===== src/include/car_video_settings.svh =====
`ifndef CAR_VIDEO_SETTINGS_SVH
`define CAR_VIDEO_SETTINGS_SVH

`define WORLD_BITS      18
`define COUNT_BITS      12

// 720p frame, positive sync
`define H_ACTIVE        1280
`define H_FRONT         110
`define H_SYNC          40
`define H_BACK          220
`define V_ACTIVE        720
`define V_FRONT         5
`define V_SYNC          5
`define V_BACK          20

`define CAMERA_STEP     5  // world units per frame
`define EDGE_THICKNESS  3  // outline width in world units

// scene register map
`define ADDR_CAMERA_X   8'h00
`define ADDR_CAMERA_Y   8'h04
`define ADDR_CAR_X      8'h08
`define ADDR_CAR_Y      8'h0C
`define ADDR_BODY_W     8'h10
`define ADDR_BODY_H     8'h14
`define ADDR_WHEEL_R    8'h18
`define ADDR_BG_COLOR   8'h1C

`define RST_CAMERA_X    0
`define RST_CAMERA_Y    0
`define RST_CAR_X       500
`define RST_CAR_Y       300
`define RST_BODY_W      200
`define RST_BODY_H      100
`define RST_WHEEL_R     25
`define RST_BG_COLOR    4'hF

`endif


===== src/hdl/car_video_pkg.sv =====
`default_nettype none
`include "car_video_settings.svh"

package car_video_pkg;

  typedef logic signed [`WORLD_BITS-1:0] world_coord_t;
  typedef logic [`COUNT_BITS-1:0] screen_count_t;
  typedef logic [3:0] color_idx_t;

  typedef struct packed {
    logic [7:0] red;
    logic [7:0] green;
    logic [7:0] blue;
  } rgb_t;

  typedef logic [9:0] tmds_word_t;
  typedef logic [7:0] apb_addr_t;
  typedef logic [31:0] apb_data_t;

  // palette indices
  localparam color_idx_t COLOR_BLACK  = 4'h0;
  localparam color_idx_t COLOR_GRAY   = 4'h1;
  localparam color_idx_t COLOR_WHITE  = 4'h2;
  localparam color_idx_t COLOR_RED    = 4'h3;
  localparam color_idx_t COLOR_PINK   = 4'h4;
  localparam color_idx_t COLOR_DBROWN = 4'h5;
  localparam color_idx_t COLOR_BROWN  = 4'h6;
  localparam color_idx_t COLOR_ORANGE = 4'h7;
  localparam color_idx_t COLOR_YELLOW = 4'h8;
  localparam color_idx_t COLOR_DGREEN = 4'h9;
  localparam color_idx_t COLOR_GREEN  = 4'hA;
  localparam color_idx_t COLOR_LGREEN = 4'hB;
  localparam color_idx_t COLOR_PURPLE = 4'hC;
  localparam color_idx_t COLOR_DBLUE  = 4'hD;
  localparam color_idx_t COLOR_BLUE   = 4'hE;
  localparam color_idx_t COLOR_LBLUE  = 4'hF;

endpackage
`default_nettype wire


===== src/hdl/video_timing.sv =====
`timescale 1ns/1ps
`default_nettype none
`include "car_video_settings.svh"

module video_timing #(
  parameter int H_ACTIVE = `H_ACTIVE,
  parameter int H_FRONT  = `H_FRONT,
  parameter int H_SYNC   = `H_SYNC,
  parameter int H_BACK   = `H_BACK,
  parameter int V_ACTIVE = `V_ACTIVE,
  parameter int V_FRONT  = `V_FRONT,
  parameter int V_SYNC   = `V_SYNC,
  parameter int V_BACK   = `V_BACK
) (
  input wire clk_100mhz,
  input wire sys_rst,
  output car_video_pkg::screen_count_t hcount,
  output car_video_pkg::screen_count_t vcount,
  output logic hsync,
  output logic vsync,
  output logic active,
  output logic new_frame
);
  import car_video_pkg::*;

  localparam screen_count_t H_LAST   = screen_count_t'(H_ACTIVE + H_FRONT + H_SYNC + H_BACK - 1);
  localparam screen_count_t V_LAST   = screen_count_t'(V_ACTIVE + V_FRONT + V_SYNC + V_BACK - 1);
  localparam screen_count_t HS_START = screen_count_t'(H_ACTIVE + H_FRONT);
  localparam screen_count_t HS_END   = screen_count_t'(H_ACTIVE + H_FRONT + H_SYNC);
  localparam screen_count_t VS_START = screen_count_t'(V_ACTIVE + V_FRONT);
  localparam screen_count_t VS_END   = screen_count_t'(V_ACTIVE + V_FRONT + V_SYNC);
  localparam screen_count_t H_VIS    = screen_count_t'(H_ACTIVE);
  localparam screen_count_t V_VIS    = screen_count_t'(V_ACTIVE);

  // pixel and line counters
  always_ff @(posedge clk_100mhz) begin
    if (sys_rst) begin
      hcount <= '0;
      vcount <= '0;
    end else if (hcount == H_LAST) begin
      hcount <= '0;
      vcount <= (vcount == V_LAST) ? '0 : vcount + 1'b1; // next line or wrap frame
    end else begin
      hcount <= hcount + 1'b1;
    end
  end

  assign hsync     = (hcount >= HS_START) && (hcount < HS_END);
  assign vsync     = (vcount >= VS_START) && (vcount < VS_END);
  assign active    = (hcount < H_VIS) && (vcount < V_VIS);
  assign new_frame = (hcount == H_VIS) && (vcount == V_VIS); // first blanking pixel of frame

endmodule
`default_nettype wire


===== src/hdl/scene_regs.sv =====
`timescale 1ns/1ps
`default_nettype none
`include "car_video_settings.svh"

module scene_regs (
  input wire clk_100mhz,
  input wire sys_rst,
  input wire psel,
  input wire penable,
  input wire pwrite,
  input wire car_video_pkg::apb_addr_t paddr,
  input wire car_video_pkg::apb_data_t pwdata,
  input wire [3:0] btn,
  input wire new_frame,
  output car_video_pkg::apb_data_t prdata,
  output logic pready,
  output logic pslverr,
  output car_video_pkg::world_coord_t camera_x,
  output car_video_pkg::world_coord_t camera_y,
  output car_video_pkg::world_coord_t car_x,
  output car_video_pkg::world_coord_t car_y,
  output car_video_pkg::world_coord_t body_w,
  output car_video_pkg::world_coord_t body_h,
  output car_video_pkg::world_coord_t wheel_r,
  output car_video_pkg::color_idx_t bg_color
);
  import car_video_pkg::*;

  localparam world_coord_t STEP = world_coord_t'(`CAMERA_STEP);

  function automatic apb_data_t sext(input world_coord_t v);
    return {{(32-`WORLD_BITS){v[`WORLD_BITS-1]}}, v};
  endfunction

  logic access;
  logic addr_ok;
  logic wr_en;
  world_coord_t wdata_w;
  apb_data_t rd_word;

  assign access  = psel && penable;        // access phase
  assign wr_en   = access && pwrite && addr_ok;
  assign wdata_w = world_coord_t'(pwdata[`WORLD_BITS-1:0]);
  assign pready  = 1'b1;                   // no wait states
  assign pslverr = access && !addr_ok;

  //////////////////////////////////////////////////////////////////////
  // address decode and read mux
  always_comb begin
    addr_ok = 1'b1;
    rd_word = '0;
    case (paddr)
      `ADDR_CAMERA_X: rd_word = sext(camera_x);
      `ADDR_CAMERA_Y: rd_word = sext(camera_y);
      `ADDR_CAR_X:    rd_word = sext(car_x);
      `ADDR_CAR_Y:    rd_word = sext(car_y);
      `ADDR_BODY_W:   rd_word = sext(body_w);
      `ADDR_BODY_H:   rd_word = sext(body_h);
      `ADDR_WHEEL_R:  rd_word = sext(wheel_r);
      `ADDR_BG_COLOR: rd_word = {28'd0, bg_color};
      default:        addr_ok = 1'b0;
    endcase
  end

  assign prdata = (access && !pwrite) ? rd_word : '0;

  //////////////////////////////////////////////////////////////////////
  // scene registers, apb write overrides a pan in the same cycle
  always_ff @(posedge clk_100mhz) begin
    if (sys_rst) begin
      camera_x <= world_coord_t'(`RST_CAMERA_X);
      camera_y <= world_coord_t'(`RST_CAMERA_Y);
      car_x    <= world_coord_t'(`RST_CAR_X);
      car_y    <= world_coord_t'(`RST_CAR_Y);
      body_w   <= world_coord_t'(`RST_BODY_W);
      body_h   <= world_coord_t'(`RST_BODY_H);
      wheel_r  <= world_coord_t'(`RST_WHEEL_R);
      bg_color <= `RST_BG_COLOR;
    end else begin
      if (new_frame) begin
        if (btn[3]) camera_x <= camera_x - STEP;
        else if (btn[2]) camera_x <= camera_x + STEP;
        else if (btn[1]) camera_y <= camera_y - STEP;
        else if (btn[0]) camera_y <= camera_y + STEP;
      end
      if (wr_en) begin
        case (paddr)
          `ADDR_CAMERA_X: camera_x <= wdata_w;
          `ADDR_CAMERA_Y: camera_y <= wdata_w;
          `ADDR_CAR_X:    car_x    <= wdata_w;
          `ADDR_CAR_Y:    car_y    <= wdata_w;
          `ADDR_BODY_W:   body_w   <= wdata_w;
          `ADDR_BODY_H:   body_h   <= wdata_w;
          `ADDR_WHEEL_R:  wheel_r  <= wdata_w;
          default:        bg_color <= pwdata[3:0]; // only bg_color left after decode
        endcase
      end
    end
  end

endmodule
`default_nettype wire


===== src/hdl/car_renderer.sv =====
`timescale 1ns/1ps
`default_nettype none
`include "car_video_settings.svh"

module car_renderer #(
  parameter int V_ACTIVE = `V_ACTIVE
) (
  input wire clk_100mhz,
  input wire sys_rst,
  input wire car_video_pkg::screen_count_t hcount,
  input wire car_video_pkg::screen_count_t vcount,
  input wire hsync,
  input wire vsync,
  input wire active,
  input wire car_video_pkg::world_coord_t camera_x,
  input wire car_video_pkg::world_coord_t camera_y,
  input wire car_video_pkg::world_coord_t car_x,
  input wire car_video_pkg::world_coord_t car_y,
  input wire car_video_pkg::world_coord_t body_w,
  input wire car_video_pkg::world_coord_t body_h,
  input wire car_video_pkg::world_coord_t wheel_r,
  input wire car_video_pkg::color_idx_t bg_color,
  output car_video_pkg::rgb_t pixel_rgb,
  output logic hsync_out,
  output logic vsync_out,
  output logic active_out
);
  import car_video_pkg::*;

  localparam world_coord_t EDGE  = world_coord_t'(`EDGE_THICKNESS);
  localparam world_coord_t Y_TOP = world_coord_t'(V_ACTIVE - 1); // screen top in world y

  function automatic world_coord_t abs_w(input world_coord_t v);
    return (v < 0) ? -v : v;
  endfunction

  function automatic rgb_t palette(input color_idx_t idx);
    case (idx)
      COLOR_BLACK:  return 24'h000000;
      COLOR_GRAY:   return 24'h808080;
      COLOR_WHITE:  return 24'hFFFFFF;
      COLOR_RED:    return 24'hFF0000;
      COLOR_PINK:   return 24'hFFC0CB;
      COLOR_DBROWN: return 24'h654321;
      COLOR_BROWN:  return 24'h8B4513;
      COLOR_ORANGE: return 24'hFFA500;
      COLOR_YELLOW: return 24'hFFFF00;
      COLOR_DGREEN: return 24'h006400;
      COLOR_GREEN:  return 24'h00FF00;
      COLOR_LGREEN: return 24'h90EE90;
      COLOR_PURPLE: return 24'h800080;
      COLOR_DBLUE:  return 24'h00008B;
      COLOR_BLUE:   return 24'h0000FF;
      default:      return 24'h87CEEB; // light blue
    endcase
  endfunction

  world_coord_t world_x, world_y;
  world_coord_t dx, dx2, dy;     // offsets from wheel 1 / wheel 2 / car origin
  world_coord_t abs_dx, abs_dx2, abs_dy;
  logic in_wheel1, in_wheel2, in_body;
  logic wheel_edge, body_edge;
  color_idx_t pixel_idx;
  color_idx_t idx_q;
  logic [2:0] ctrl_q1, ctrl_q2;  // {active, vsync, hsync}

  //////////////////////////////////////////////////////////////////////
  // stage 1: screen to world, then classify
  assign world_x = world_coord_t'({1'b0, hcount}) + camera_x;
  assign world_y = Y_TOP - world_coord_t'({1'b0, vcount}) + camera_y; // y points up

  assign dx      = world_x - car_x;
  assign dx2     = world_x - (car_x + body_w);
  assign dy      = world_y - car_y;
  assign abs_dx  = abs_w(dx);
  assign abs_dx2 = abs_w(dx2);
  assign abs_dy  = abs_w(dy);

  assign in_wheel1 = (abs_dx < wheel_r) && (abs_dy < wheel_r);
  assign in_wheel2 = (abs_dx2 < wheel_r) && (abs_dy < wheel_r);
  assign in_body   = (dx >= 0) && (dx < body_w) && (dy >= 0) && (dy < body_h);

  // outline of whichever wheel claimed the pixel
  assign wheel_edge = (abs_dy >= wheel_r - EDGE) ||
                      (in_wheel1 ? (abs_dx >= wheel_r - EDGE) : (abs_dx2 >= wheel_r - EDGE));
  assign body_edge  = (dx < EDGE) || (dx >= body_w - EDGE) ||
                      (dy < EDGE) || (dy >= body_h - EDGE);

  always_comb begin
    if (in_wheel1 || in_wheel2) begin
      pixel_idx = wheel_edge ? COLOR_BLACK : COLOR_BROWN; // wheels sit on top of the body
    end else if (in_body) begin
      pixel_idx = body_edge ? COLOR_BLACK : COLOR_RED;
    end else begin
      pixel_idx = bg_color;
    end
  end

  //////////////////////////////////////////////////////////////////////
  // stage 2: palette lookup
  always_ff @(posedge clk_100mhz) begin
    idx_q     <= pixel_idx;
    pixel_rgb <= palette(idx_q);
  end

  // sync and active follow the pixel through both stages
  always_ff @(posedge clk_100mhz) begin
    if (sys_rst) begin
      ctrl_q1 <= '0;
      ctrl_q2 <= '0;
    end else begin
      ctrl_q1 <= {active, vsync, hsync};
      ctrl_q2 <= ctrl_q1;
    end
  end

  assign hsync_out  = ctrl_q2[0];
  assign vsync_out  = ctrl_q2[1];
  assign active_out = ctrl_q2[2];

endmodule
`default_nettype wire


===== src/hdl/tmds_encoder.sv =====
`timescale 1ns/1ps
`default_nettype none

module tmds_encoder (
  input wire clk_100mhz,
  input wire sys_rst,
  input wire [7:0] data,
  input wire [1:0] control,
  input wire video_enable,
  output car_video_pkg::tmds_word_t tmds
);
  import car_video_pkg::*;

  function automatic logic [3:0] count_ones(input logic [7:0] v);
    logic [3:0] n;
    n = '0;
    for (int i = 0; i < 8; i++) begin
      n = n + {3'd0, v[i]};
    end
    return n;
  endfunction

  logic [3:0] data_ones, qm_ones;
  logic use_xnor;
  logic [8:0] q_m;
  logic signed [4:0] balance;     // ones minus zeros of q_m[7:0]
  logic signed [4:0] disparity;   // running dc offset
  logic signed [4:0] next_disparity;
  tmds_word_t next_word;
  tmds_word_t ctrl_word;

  //////////////////////////////////////////////////////////////////////
  // transition minimizing
  assign data_ones = count_ones(data);
  assign use_xnor  = (data_ones > 4'd4) || ((data_ones == 4'd4) && !data[0]);

  always_comb begin
    q_m[0] = data[0];
    for (int i = 1; i < 8; i++) begin
      q_m[i] = use_xnor ? ~(q_m[i-1] ^ data[i]) : (q_m[i-1] ^ data[i]);
    end
    q_m[8] = ~use_xnor; // 1 marks xor
  end

  assign qm_ones = count_ones(q_m[7:0]);
  assign balance = $signed(5'(qm_ones) - 5'(4'd8 - qm_ones));

  //////////////////////////////////////////////////////////////////////
  // dc balancing
  always_comb begin
    if ((disparity == 0) || (balance == 0)) begin
      next_word      = {~q_m[8], q_m[8], q_m[8] ? q_m[7:0] : ~q_m[7:0]};
      next_disparity = q_m[8] ? disparity + balance : disparity - balance;
    end else if (((disparity > 0) && (balance > 0)) || ((disparity < 0) && (balance < 0))) begin
      next_word      = {1'b1, q_m[8], ~q_m[7:0]}; // invert to pull back toward zero
      next_disparity = disparity + (q_m[8] ? 5'sd2 : 5'sd0) - balance;
    end else begin
      next_word      = {1'b0, q_m[8], q_m[7:0]};
      next_disparity = disparity - (q_m[8] ? 5'sd0 : 5'sd2) + balance;
    end
  end

  always_comb begin
    case (control)
      2'b00:   ctrl_word = 10'b1101010100;
      2'b01:   ctrl_word = 10'b0010101011;
      2'b10:   ctrl_word = 10'b0101010100;
      default: ctrl_word = 10'b1010101011;
    endcase
  end

  always_ff @(posedge clk_100mhz) begin
    if (sys_rst) begin
      tmds      <= '0;
      disparity <= '0;
    end else if (!video_enable) begin
      tmds      <= ctrl_word;  // blanking
      disparity <= '0;
    end else begin
      tmds      <= next_word;
      disparity <= next_disparity;
    end
  end

endmodule
`default_nettype wire


===== src/hdl/car_video_top.sv =====
`timescale 1ns/1ps
`default_nettype none
`include "car_video_settings.svh"

module car_video_top #(
  parameter int H_ACTIVE = `H_ACTIVE,
  parameter int H_FRONT  = `H_FRONT,
  parameter int H_SYNC   = `H_SYNC,
  parameter int H_BACK   = `H_BACK,
  parameter int V_ACTIVE = `V_ACTIVE,
  parameter int V_FRONT  = `V_FRONT,
  parameter int V_SYNC   = `V_SYNC,
  parameter int V_BACK   = `V_BACK
) (
  input wire clk_100mhz,
  input wire sys_rst,
  input wire psel,
  input wire penable,
  input wire pwrite,
  input wire car_video_pkg::apb_addr_t paddr,
  input wire car_video_pkg::apb_data_t pwdata,
  output car_video_pkg::apb_data_t prdata,
  output logic pready,
  output logic pslverr,
  input wire [3:0] btn,
  output car_video_pkg::tmds_word_t tmds_red,
  output car_video_pkg::tmds_word_t tmds_green,
  output car_video_pkg::tmds_word_t tmds_blue
);
  import car_video_pkg::*;

  screen_count_t hcount, vcount;
  logic hsync, vsync, active, new_frame;
  world_coord_t camera_x, camera_y, car_x, car_y;
  world_coord_t body_w, body_h, wheel_r;
  color_idx_t bg_color;
  rgb_t pixel_rgb;
  logic hsync_d, vsync_d, active_d;  // aligned with pixel_rgb

  //////////////////////////////////////////////////////////////////////
  // timing, scene state, renderer
  video_timing #(
    .H_ACTIVE(H_ACTIVE), .H_FRONT(H_FRONT), .H_SYNC(H_SYNC), .H_BACK(H_BACK),
    .V_ACTIVE(V_ACTIVE), .V_FRONT(V_FRONT), .V_SYNC(V_SYNC), .V_BACK(V_BACK)
  ) i_video_timing (
    .clk_100mhz(clk_100mhz), .sys_rst(sys_rst),
    .hcount(hcount), .vcount(vcount),
    .hsync(hsync), .vsync(vsync), .active(active), .new_frame(new_frame)
  );

  scene_regs i_scene_regs (
    .clk_100mhz(clk_100mhz), .sys_rst(sys_rst),
    .psel(psel), .penable(penable), .pwrite(pwrite), .paddr(paddr), .pwdata(pwdata),
    .btn(btn), .new_frame(new_frame),
    .prdata(prdata), .pready(pready), .pslverr(pslverr),
    .camera_x(camera_x), .camera_y(camera_y), .car_x(car_x), .car_y(car_y),
    .body_w(body_w), .body_h(body_h), .wheel_r(wheel_r), .bg_color(bg_color)
  );

  car_renderer #(
    .V_ACTIVE(V_ACTIVE)
  ) i_car_renderer (
    .clk_100mhz(clk_100mhz), .sys_rst(sys_rst),
    .hcount(hcount), .vcount(vcount), .hsync(hsync), .vsync(vsync), .active(active),
    .camera_x(camera_x), .camera_y(camera_y), .car_x(car_x), .car_y(car_y),
    .body_w(body_w), .body_h(body_h), .wheel_r(wheel_r), .bg_color(bg_color),
    .pixel_rgb(pixel_rgb),
    .hsync_out(hsync_d), .vsync_out(vsync_d), .active_out(active_d)
  );

  //////////////////////////////////////////////////////////////////////
  // tmds channels, only blue carries sync
  tmds_encoder i_tmds_red (
    .clk_100mhz(clk_100mhz), .sys_rst(sys_rst),
    .data(pixel_rgb.red), .control(2'b00), .video_enable(active_d),
    .tmds(tmds_red)
  );

  tmds_encoder i_tmds_green (
    .clk_100mhz(clk_100mhz), .sys_rst(sys_rst),
    .data(pixel_rgb.green), .control(2'b00), .video_enable(active_d),
    .tmds(tmds_green)
  );

  tmds_encoder i_tmds_blue (
    .clk_100mhz(clk_100mhz), .sys_rst(sys_rst),
    .data(pixel_rgb.blue), .control({vsync_d, hsync_d}), .video_enable(active_d),
    .tmds(tmds_blue)
  );

endmodule
`default_nettype wire


===== config.mk =====
export PLATFORM = sky130hd
export DESIGN_NAME = car_video_top
export DESIGN_NICKNAME = d
export VERILOG_FILES = /design/src/hdl/car_video_pkg.sv /design/src/hdl/video_timing.sv /design/src/hdl/scene_regs.sv /design/src/hdl/car_renderer.sv /design/src/hdl/tmds_encoder.sv /design/src/hdl/car_video_top.sv
export VERILOG_INCLUDE_DIRS = /design/src /design/src/include
export SDC_FILE = /design/constraint.sdc
export NUM_CORES = 1
export LEC_CHECK = 0
export BUFFER_PORTS_ARGS = -buffer_cell sky130_fd_sc_hd__buf_2
export CAP_MARGIN = 15
export CELL_PAD_IN_SITES_DETAIL_PLACEMENT = 2
export CELL_PAD_IN_SITES_GLOBAL_PLACEMENT = 2
export CORE_MARGIN = 2
export CORE_UTILIZATION = 39
export CTS_CLUSTER_DIAMETER = 200
export DETAILED_ROUTE_END_ITERATION = 10
export PLACE_DENSITY_LB_ADDON = 0.1
export SKIP_LAST_GASP = 1
export SLEW_MARGIN = 20
export SYNTH_ARGS = -nofsm -noshare
export SYNTH_HDL_FRONTEND = slang
export SYNTH_SLANG_ARGS = --single-unit

===== constraint.sdc =====
create_clock -name clk_100mhz -period 9.8 [get_ports clk_100mhz]
set_clock_uncertainty 0.15 [all_clocks]
set_input_delay 1.96 -clock clk_100mhz [delete_from_list [all_inputs] [get_ports clk_100mhz]]
set_output_delay 1.96 -clock clk_100mhz [all_outputs]
set_load 0.005 [all_outputs]

**Word-level counts from Yosys, hierarchy flattened**

Memories as Yosys holds them, arrays and structs flattened. A register that Yosys moved wholly into a read port is not among the register bits.
Cells that the tools add are included.

- Register bits: 209
- Bits in read-only memories: 384
- Bits of input ports: 49
- Output and inout bits: 64
- Logic and storage cells: 344
- Memories: 1

- Add/sub/neg operators: 85
- Order comparisons: 38
- Equal/unequal tests: 16
- Mux-type cells: 73
- Bitwise operators: 50
- Reductions and logical operators: 60

Memory list:

| name | words | bits a word | read ports | clocked after memory_dff | write ports | line | RTL |
|---|---|---|---|---|---|---|---|
| (no name shown) | 16 | 24 | 1 | 1 | 0 | car_renderer.sv:38 | `case (idx)` |

Operators with widths:

| cell | number |
|---|---|
| $mux 18 | 15 |
| $pmux 32 s8 | 1 |
| $logic_not 32->1 | 6 |
| $add 4x1->4 | 36 |
| $ge 18x18->1 | 5 |
| $lt 18x18->1 | 5 |
| $mux 10 | 9 |
| $lt 18x1->1 const B | 3 |
| $neg 18->18 | 3 |
| $sub 18x18->18 | 3 |
| $sub 18x3->18 const B | 3 |
| $mux 5 | 9 |
| $add 18x18->18 | 2 |
| $add 18x4->18 const B | 2 |
| $ge 18x1->1 const B | 2 |
| $lt 18x3->1 const B | 2 |
| $sub 18x4->18 const B | 2 |
| $eq 8x5->1 const B | 4 |
| $mux 32 | 1 |
| $add 5x5->5 | 6 |
| $gt 5x1->1 const B | 6 |
| $lt 5x1->1 const B | 6 |
| $pmux 10 s3 | 1 |
| $sub 5x5->5 | 6 |
| other kinds (38) | 184 |

**Longest topological paths before layout**

- Depth after elaboration: 38
- Mapped depth: 36
- Mapped depth without buffers: 34

**By module**

From an unflattened synthesis, not the netlist that was laid out.

- Cell total of the unflattened synthesis: 3146
- Area, all modules: 25328.0 um2

By module, submodules not included:

| module | times used | cells an instance | area an instance (um2) | seq. area each (um2) |
|---|---|---|---|---|
| car_renderer | 1 | 1481 | 11493.5 | 660.6 |
| scene_regs | 1 | 946 | 7352.1 | 2602.5 |
| tmds_encoder at i_tmds_blue ... | 2 | 189 | 1721.7 | 280.3 |
| tmds_encoder at i_tmds_red | 1 | 181 | 1672.9 | 280.3 |
| video_timing | 1 | 159 | 1362.6 | 480.5 |
| car_video_top | 1 | 1 | 3.8 | 0.0 |

**Worst setup path after synthesis**

Ideal clock, no wire load.

- Path type: reg-to-reg
- Start point: register i_car_renderer.pixel_rgb[0] (netlist name)
- End point: register i_tmds_blue.disparity[4]
- Setup time: 0.128 ns
- Arrival: 7.353 ns
- Data required time: 9.522 ns
- Slack: 2.169 ns
- Cell stages (with the launch flop): 31
- Path buffers: 0
- Clock period less this slack: 7.631 ns
- Cell sequence: dfxtp_1 > ha_1 > inv_1 > fa_1 > fa_1 > inv_1 > fa_1 > fa_1 > nor2_1 > a21oi_1 > a21oi_1 > xnor2_1 > ha_1 > inv_1 > fa_1 > inv_1 > fa_1 > fa_1 > inv_1 > fa_1 > ha_1 > inv_1 > ha_1 > a21oi_1 > maj3_1 > xnor2_1 > nor2_1 > a21oi_1 > xnor2_1 > a21oi_1 > nor2_1

- Word-level cells in the longest chain between the ends: 37
- Elaborated cells between the ends (all ways): 60
- Those cells by class: 22 x add/sub; 3 x order compare; 1 x eq/ne; 12 x mux; 14 x bitwise; 8 x reduce/logical

RTL lines:

| element | line | RTL |
|---|---|---|
| branches (longest 36 deep; another with $add 4x1->4) | -- |  |
| $mux 5 * | tmds_encoder.sv:51 | `if ((disparity == 0) \|\| (balance == 0)) begin` |
| end signal, assigned | tmds_encoder.sv:81 | `disparity <= next_disparity;` |
| end, declared | tmds_encoder.sv:27 | `logic signed [4:0] disparity;` |

Mark *: on every way between the ends.
A chain may end at the register's enable or synchronous reset.

**Worst setup path after layout**

- Start point: register i_scene_regs.camera_x[0]
- End point: register i_car_renderer.idx_q[2]

- Word-level cells in the longest chain between the ends: 10
- Elaborated cells between the ends (all ways): 26
- Those cells by class: 5 x add/sub; 8 x order compare; 6 x mux; 7 x reduce/logical

RTL lines:

| element | line | RTL |
|---|---|---|
| start, declared | scene_regs.sv:18 | `output car_video_pkg::world_coord_t camera_x,` |
| start signal, assigned | scene_regs.sv:71 | `` camera_x <= world_coord_t'(`RST_CAMERA_X); `` |
| start signal, assigned | scene_regs.sv:81 | `if (btn[3]) camera_x <= camera_x - STEP;` |
| start signal, assigned | scene_regs.sv:82 | `else if (btn[2]) camera_x <= camera_x + STEP;` |
| $add 13x18->18 * | car_renderer.sv:69 | `assign world_x = world_coord_t'({1'b0, hcount}) + camera_x;` |
| $sub 18x18->18 | car_renderer.sv:72 | `assign dx = world_x - car_x;` |
| $neg 18->18 / $lt 18x1->1 (equally long branches) | car_renderer.sv:34 | `return (v < 0) ? -v : v;` |
| $mux 18 | car_renderer.sv:34 |  |
| $lt 18x18->1 | car_renderer.sv:79 | `assign in_wheel1 = (abs_dx < wheel_r) && (abs_dy < wheel_r);` |
| $logic_and 1x1->1 | car_renderer.sv:79 |  |
| $mux 1 | car_renderer.sv:85 | `(in_wheel1 ? (abs_dx >= wheel_r - EDGE) : (abs_dx2 >= wheel_r - EDGE));` |
| $logic_or 1x1->1 | car_renderer.sv:84 | `assign wheel_edge = (abs_dy >= wheel_r - EDGE) \|\|` |
| $mux 3 | car_renderer.sv:91 | `pixel_idx = wheel_edge ? COLOR_BLACK : COLOR_BROWN;` |
| $mux 4 * | car_renderer.sv:90 | `if (in_wheel1 \|\| in_wheel2) begin` |
| net i_car_renderer.pixel_idx[2] | car_renderer.sv:63 | `color_idx_t pixel_idx;` |
| end signal, assigned | car_renderer.sv:102 | `idx_q <= pixel_idx;` |
| end, declared | car_renderer.sv:64 | `color_idx_t idx_q;` |

The timed path passes the listed nets; every way through them passes the cells marked *.

==> results.txt <==
- The first routing iteration left 1440 violations.
- CTS tree: built
* Drt first pass iters: 9
* Total of hold buffers inserted after clock tree synthesis: 0
- In the synthesized netlist the dominant register cell turns out to be dfxtp_1.
* Clock-pin transition on the worst setup and hold timing paths: 0.06 ns
* Worst supply voltage drop on vdd: 0.000125 V
* Clk Tree Root Cell: clkbuf_16
* Synthesized-area fraction occupied by ao, oa, aoi and oai cells: 19.7%
* # Max-Cap Violations: 0
- Number of CTS-inserted buffers: 28
- The worst setup path is captured at a flop.
* Per-cell routed wire length: 25.3 µm
- The worst pin sits at a relative slew slack of 25.5%.
* Path type of the worst setup path: reg2reg
- Count of unique library cells instantiated by Yosys: 100
- Together, buffers and inverters on the worst path number 1.
* Multiplexer area fraction after synthesis: 1.43%
* Post-route antenna net violation count: 0
* Final nets: 3545
* Number of top-level pins: 113
- Row generation in the floorplan step produced 91 rows.
* Starting Density: 39.3%
- From left edge to right edge, the die measures 253 µm.
- In this run, synthesis produced a sequential element count of 229.
* Main combinational cell family by area after synthesis: adder cells
- Max incr delay on CP: 0.81 ns
* Setup TNS after final layout: 0 ns
* GPL Wtd Cong: 0.919
* Nets in the synthesized netlist: 3527
- The number of endpoints with negative hold slack in the final report is 0.
- Syn_area_per_cell: 7.90 µm²
* Bufs on Longest Clock Path: 3
* Pre-CTS setup slack: 0.727 ns
- The number of antenna violations at the first check in global routing is 1.
- After layout, the worst setup slack is 0.735 ns.
* Worst-Margin Slew: 1.11 ns
* Basic-gate share of the synthesized area counting and, or, nand and nor cells: 17.9%
- The first global-routing pass estimated 152000 µm of wire.
- After detailed routing, the total wire length is 100000 µm.
- Fraction of synthesis flops using an asynchronous set or reset pin: 0%
- Data arrives at the worst endpoint at 9.42 ns.
* Outcome: finished, final reports clean
* DR vias: 23100
* Area share of the leading cell type in the synthesized netlist: 18.9%
- Summed over all instances, the cell type with the most area after synthesis is dfxtp_1.
* Via count of the first global-routing pass: 25100
- Final max-slew violation count: 0
* Total power divided by cell area: 137 mW/mm²
- At the later pin of the worst-skew pair, clock insertion delay measures 0.61 ns.
- Adder-cell share of the synthesized area: 23.7%
- Highest fanout seen on the critical path: 7
- H-Tree Depth: 1
* Kind of path behind the tightest hold check: reg2reg
- The analysis attributes to cell leakage a power of 11.1 nW.
- Area of the die: 0.0641 mm²
* Buffers added on ports: 97
- CP delay by family, top: compound AO/OA/AOI/OAI gates
- Detailed placer's ending HPWL: 81200 µm
- For this run, the total global-route usage over all layers was measured as 30.9%.
* P&R area growth vs syn: 8.81%
- Required time reported for the critical path endpoint: 10.15 ns
- In this run the post-CTS setup repair buffer count came out at 0.
- Setup repair after global routing missed its margin: false
- After floorplanning, the core was sized to cover 0.0616 mm².
- Vias per cell: 5.87
- Sequential elements use 18.9% of the synthesized area.
* Maximum number of pins on one net before global-route repair: 78
* GRT overflow: 0
- Synth area leaders: dfxtp_1 19%, ha_1 18%, xnor2_1 8.4%, fa_1 5.9%, a21oi_1 5.2%
- Of the cells placed in the final design, the portion with a size suffix greater than 1 is 7.05%.
- Achievable Freq: 110 MHz
- Time the worst path needs with I/O delays and setup: 9.07 ns
- Summing the areas of all xor and xnor instances in the mapped netlist gives 11.1% of the synthesized area.
- Post-synth EDFFs: 0
- The die is 253 µm tall.
- The most numerous cell type found on the critical path is o21ai_0.
- Setup violations remaining at the end of the flow were counted as 0.
* Worst setup SP type: flop
- On the critical path, the stage with the largest delay is an instance of a2111oi_0.
- Number of design rule violations left after detail routing: 0
* Netlist area before placement: 0.0242 mm²
* Warnings, synthesis: 0
* Number of sinks on the clock net: 229
* Post-cts gate resize count: 0
- Portion of the clock cycle consumed by the worst path in the final layout: 92.5%
- Cell count after synthesis: 3066
-- cell usage after synthesis (8+ instances only) --
cell type    n
nor2b_1     45
nor2_1     243
o22ai_1      9
a211oi_1    53
o31ai_1     10
clkbuf_1    95
nand3_1     56
nand3b_1    13
nand2_1    287
o21ai_1     20
and3_1      17
xnor2_1    231
ha_1       341
dfxtp_1    229
a22oi_1     31
fa_1        71
o21a_1      30
a222oi_1    14
o211ai_1    31
and2_1      17
or3_1       15
mux2_2       8
a211o_1      9
nand2b_1    21
o21ai_0    101
o21bai_1     8
nor3_1      70
nor4_1      30
a31oi_1     38
mux2i_1     20
nand4_1     31
xor2_1      69
a21oi_1    250
inv_1      311
buf_4       19
a21o_1      53
nor3b_1     15
-- where the power goes --
part	internal [W]	total [W]	switching [W]
clock	0.000627	0.00110	0.000476
sequential	0.000962	0.000981	0.0000187
combinational	0.000653	0.00151	0.000861
total	0.00224	0.00360	0.00136
-- area by class of cell --
type / count / area (µm²)
sequential: 229 / 4580
antenna: 1 / 2.50
multi-input combinational: 2395 / 18000
clock buffer: 40 / 806
clock inverter: 12 / 145
fill: 7062 / 35200
tap: 837 / 1050
inverter: 314 / 1180
timing repair buffer: 116 / 631
-- state kept, by name, summed over array words and instances, names as in the netlist --
| signal | cells |
|---|---|
| i_video_timing.hcount | 12 |
| i_tmds_red.disparity | 4 |
| i_car_renderer.ctrl_q1 | 3 |
| i_scene_regs.body_w | 18 |
| i_video_timing.vcount | 12 |
| i_tmds_blue.disparity | 4 |
| i_car_renderer.pixel_rgb | 23 |
| i_scene_regs.car_x | 18 |
| i_tmds_red.tmds | 10 |
| i_scene_regs.car_y | 18 |
| i_scene_regs.camera_y | 18 |
| i_tmds_green.tmds | 10 |
| i_scene_regs.camera_x | 18 |
| i_scene_regs.bg_color | 4 |
| i_scene_regs.wheel_r | 18 |
| i_car_renderer.ctrl_q2 | 3 |
| i_tmds_blue.tmds | 10 |
| i_scene_regs.body_h | 18 |
| i_tmds_green.disparity | 4 |
| i_car_renderer.idx_q | 4 |
-- metrics by stage --
step	util [%]	total power [W]	hold slack, ns	instances	cell area (µm²)
6_report	42.8	0.00360	0.320	3944	26400
4_1_cts	42.8	0.00364	0.324	3943	26300
2_1_floorplan	-	0.00213	0.264	3066	24200
5_1_grt	42.8	0.00386	0.345	3943	26400
3_5_place_dp	41.2	0.00252	0.313	3891	25400
3_3_place_gp	41.2	0.00241	0.281	3891	25400
-- layer usage --
metal	global-route usage, %	wire length (µm)	vias to the layer above
met5	0	0	-
met4	11.2	3980	0
met3	3.55	4860	154
met2	53.4	47400	570
met1	39.5	43700	11700
li1	-	-	10700
-- logic make-up (layout without fill, tap and decap cells) --
family,count (synthesis),in the layout
AOI/OAI and AO/OA,736,736
adders and majority gates,418,418
buffers and inverters,442,482
xor gates and xnor gates,303,303
DFF,229,229
and+or+nand+nor,906,906
muxes,31,31
other,1,2
-- placed cells by master (no fill, tap or decap), types with 53 or more instances in the layout --
cell type  instances
dfxtp_1          229
a21o_1            53
nor2_1           243
ha_1             341
xnor2_1          231
nand2_1          285
nor3_1            67
xor2_1            68
fa_1              71
nand3_1           56
a211oi_1          53
a21oi_1          250
buf_2             96
inv_1            311
o21ai_0          101
-- path summary, 6_finish.rpt --
path                                              from                                    to  slack (ns)  cells past startpoint
setup / recovery   i_scene_regs.camera_x[0]$_SDFF_PP0_       i_car_renderer.idx_q[2]$_DFF_P_        0.73                     28
hold reg to reg   i_car_renderer.ctrl_q1[1]$_SDFF_PP0_  i_car_renderer.ctrl_q2[1]$_SDFF_PP0_        0.32                      1
hold / removal    i_car_renderer.ctrl_q1[1]$_SDFF_PP0_  i_car_renderer.ctrl_q2[1]$_SDFF_PP0_        0.32                      1
setup reg to reg   i_scene_regs.camera_x[0]$_SDFF_PP0_       i_car_renderer.idx_q[2]$_DFF_P_        0.73                     28
(Power assumes the default switching activity.)
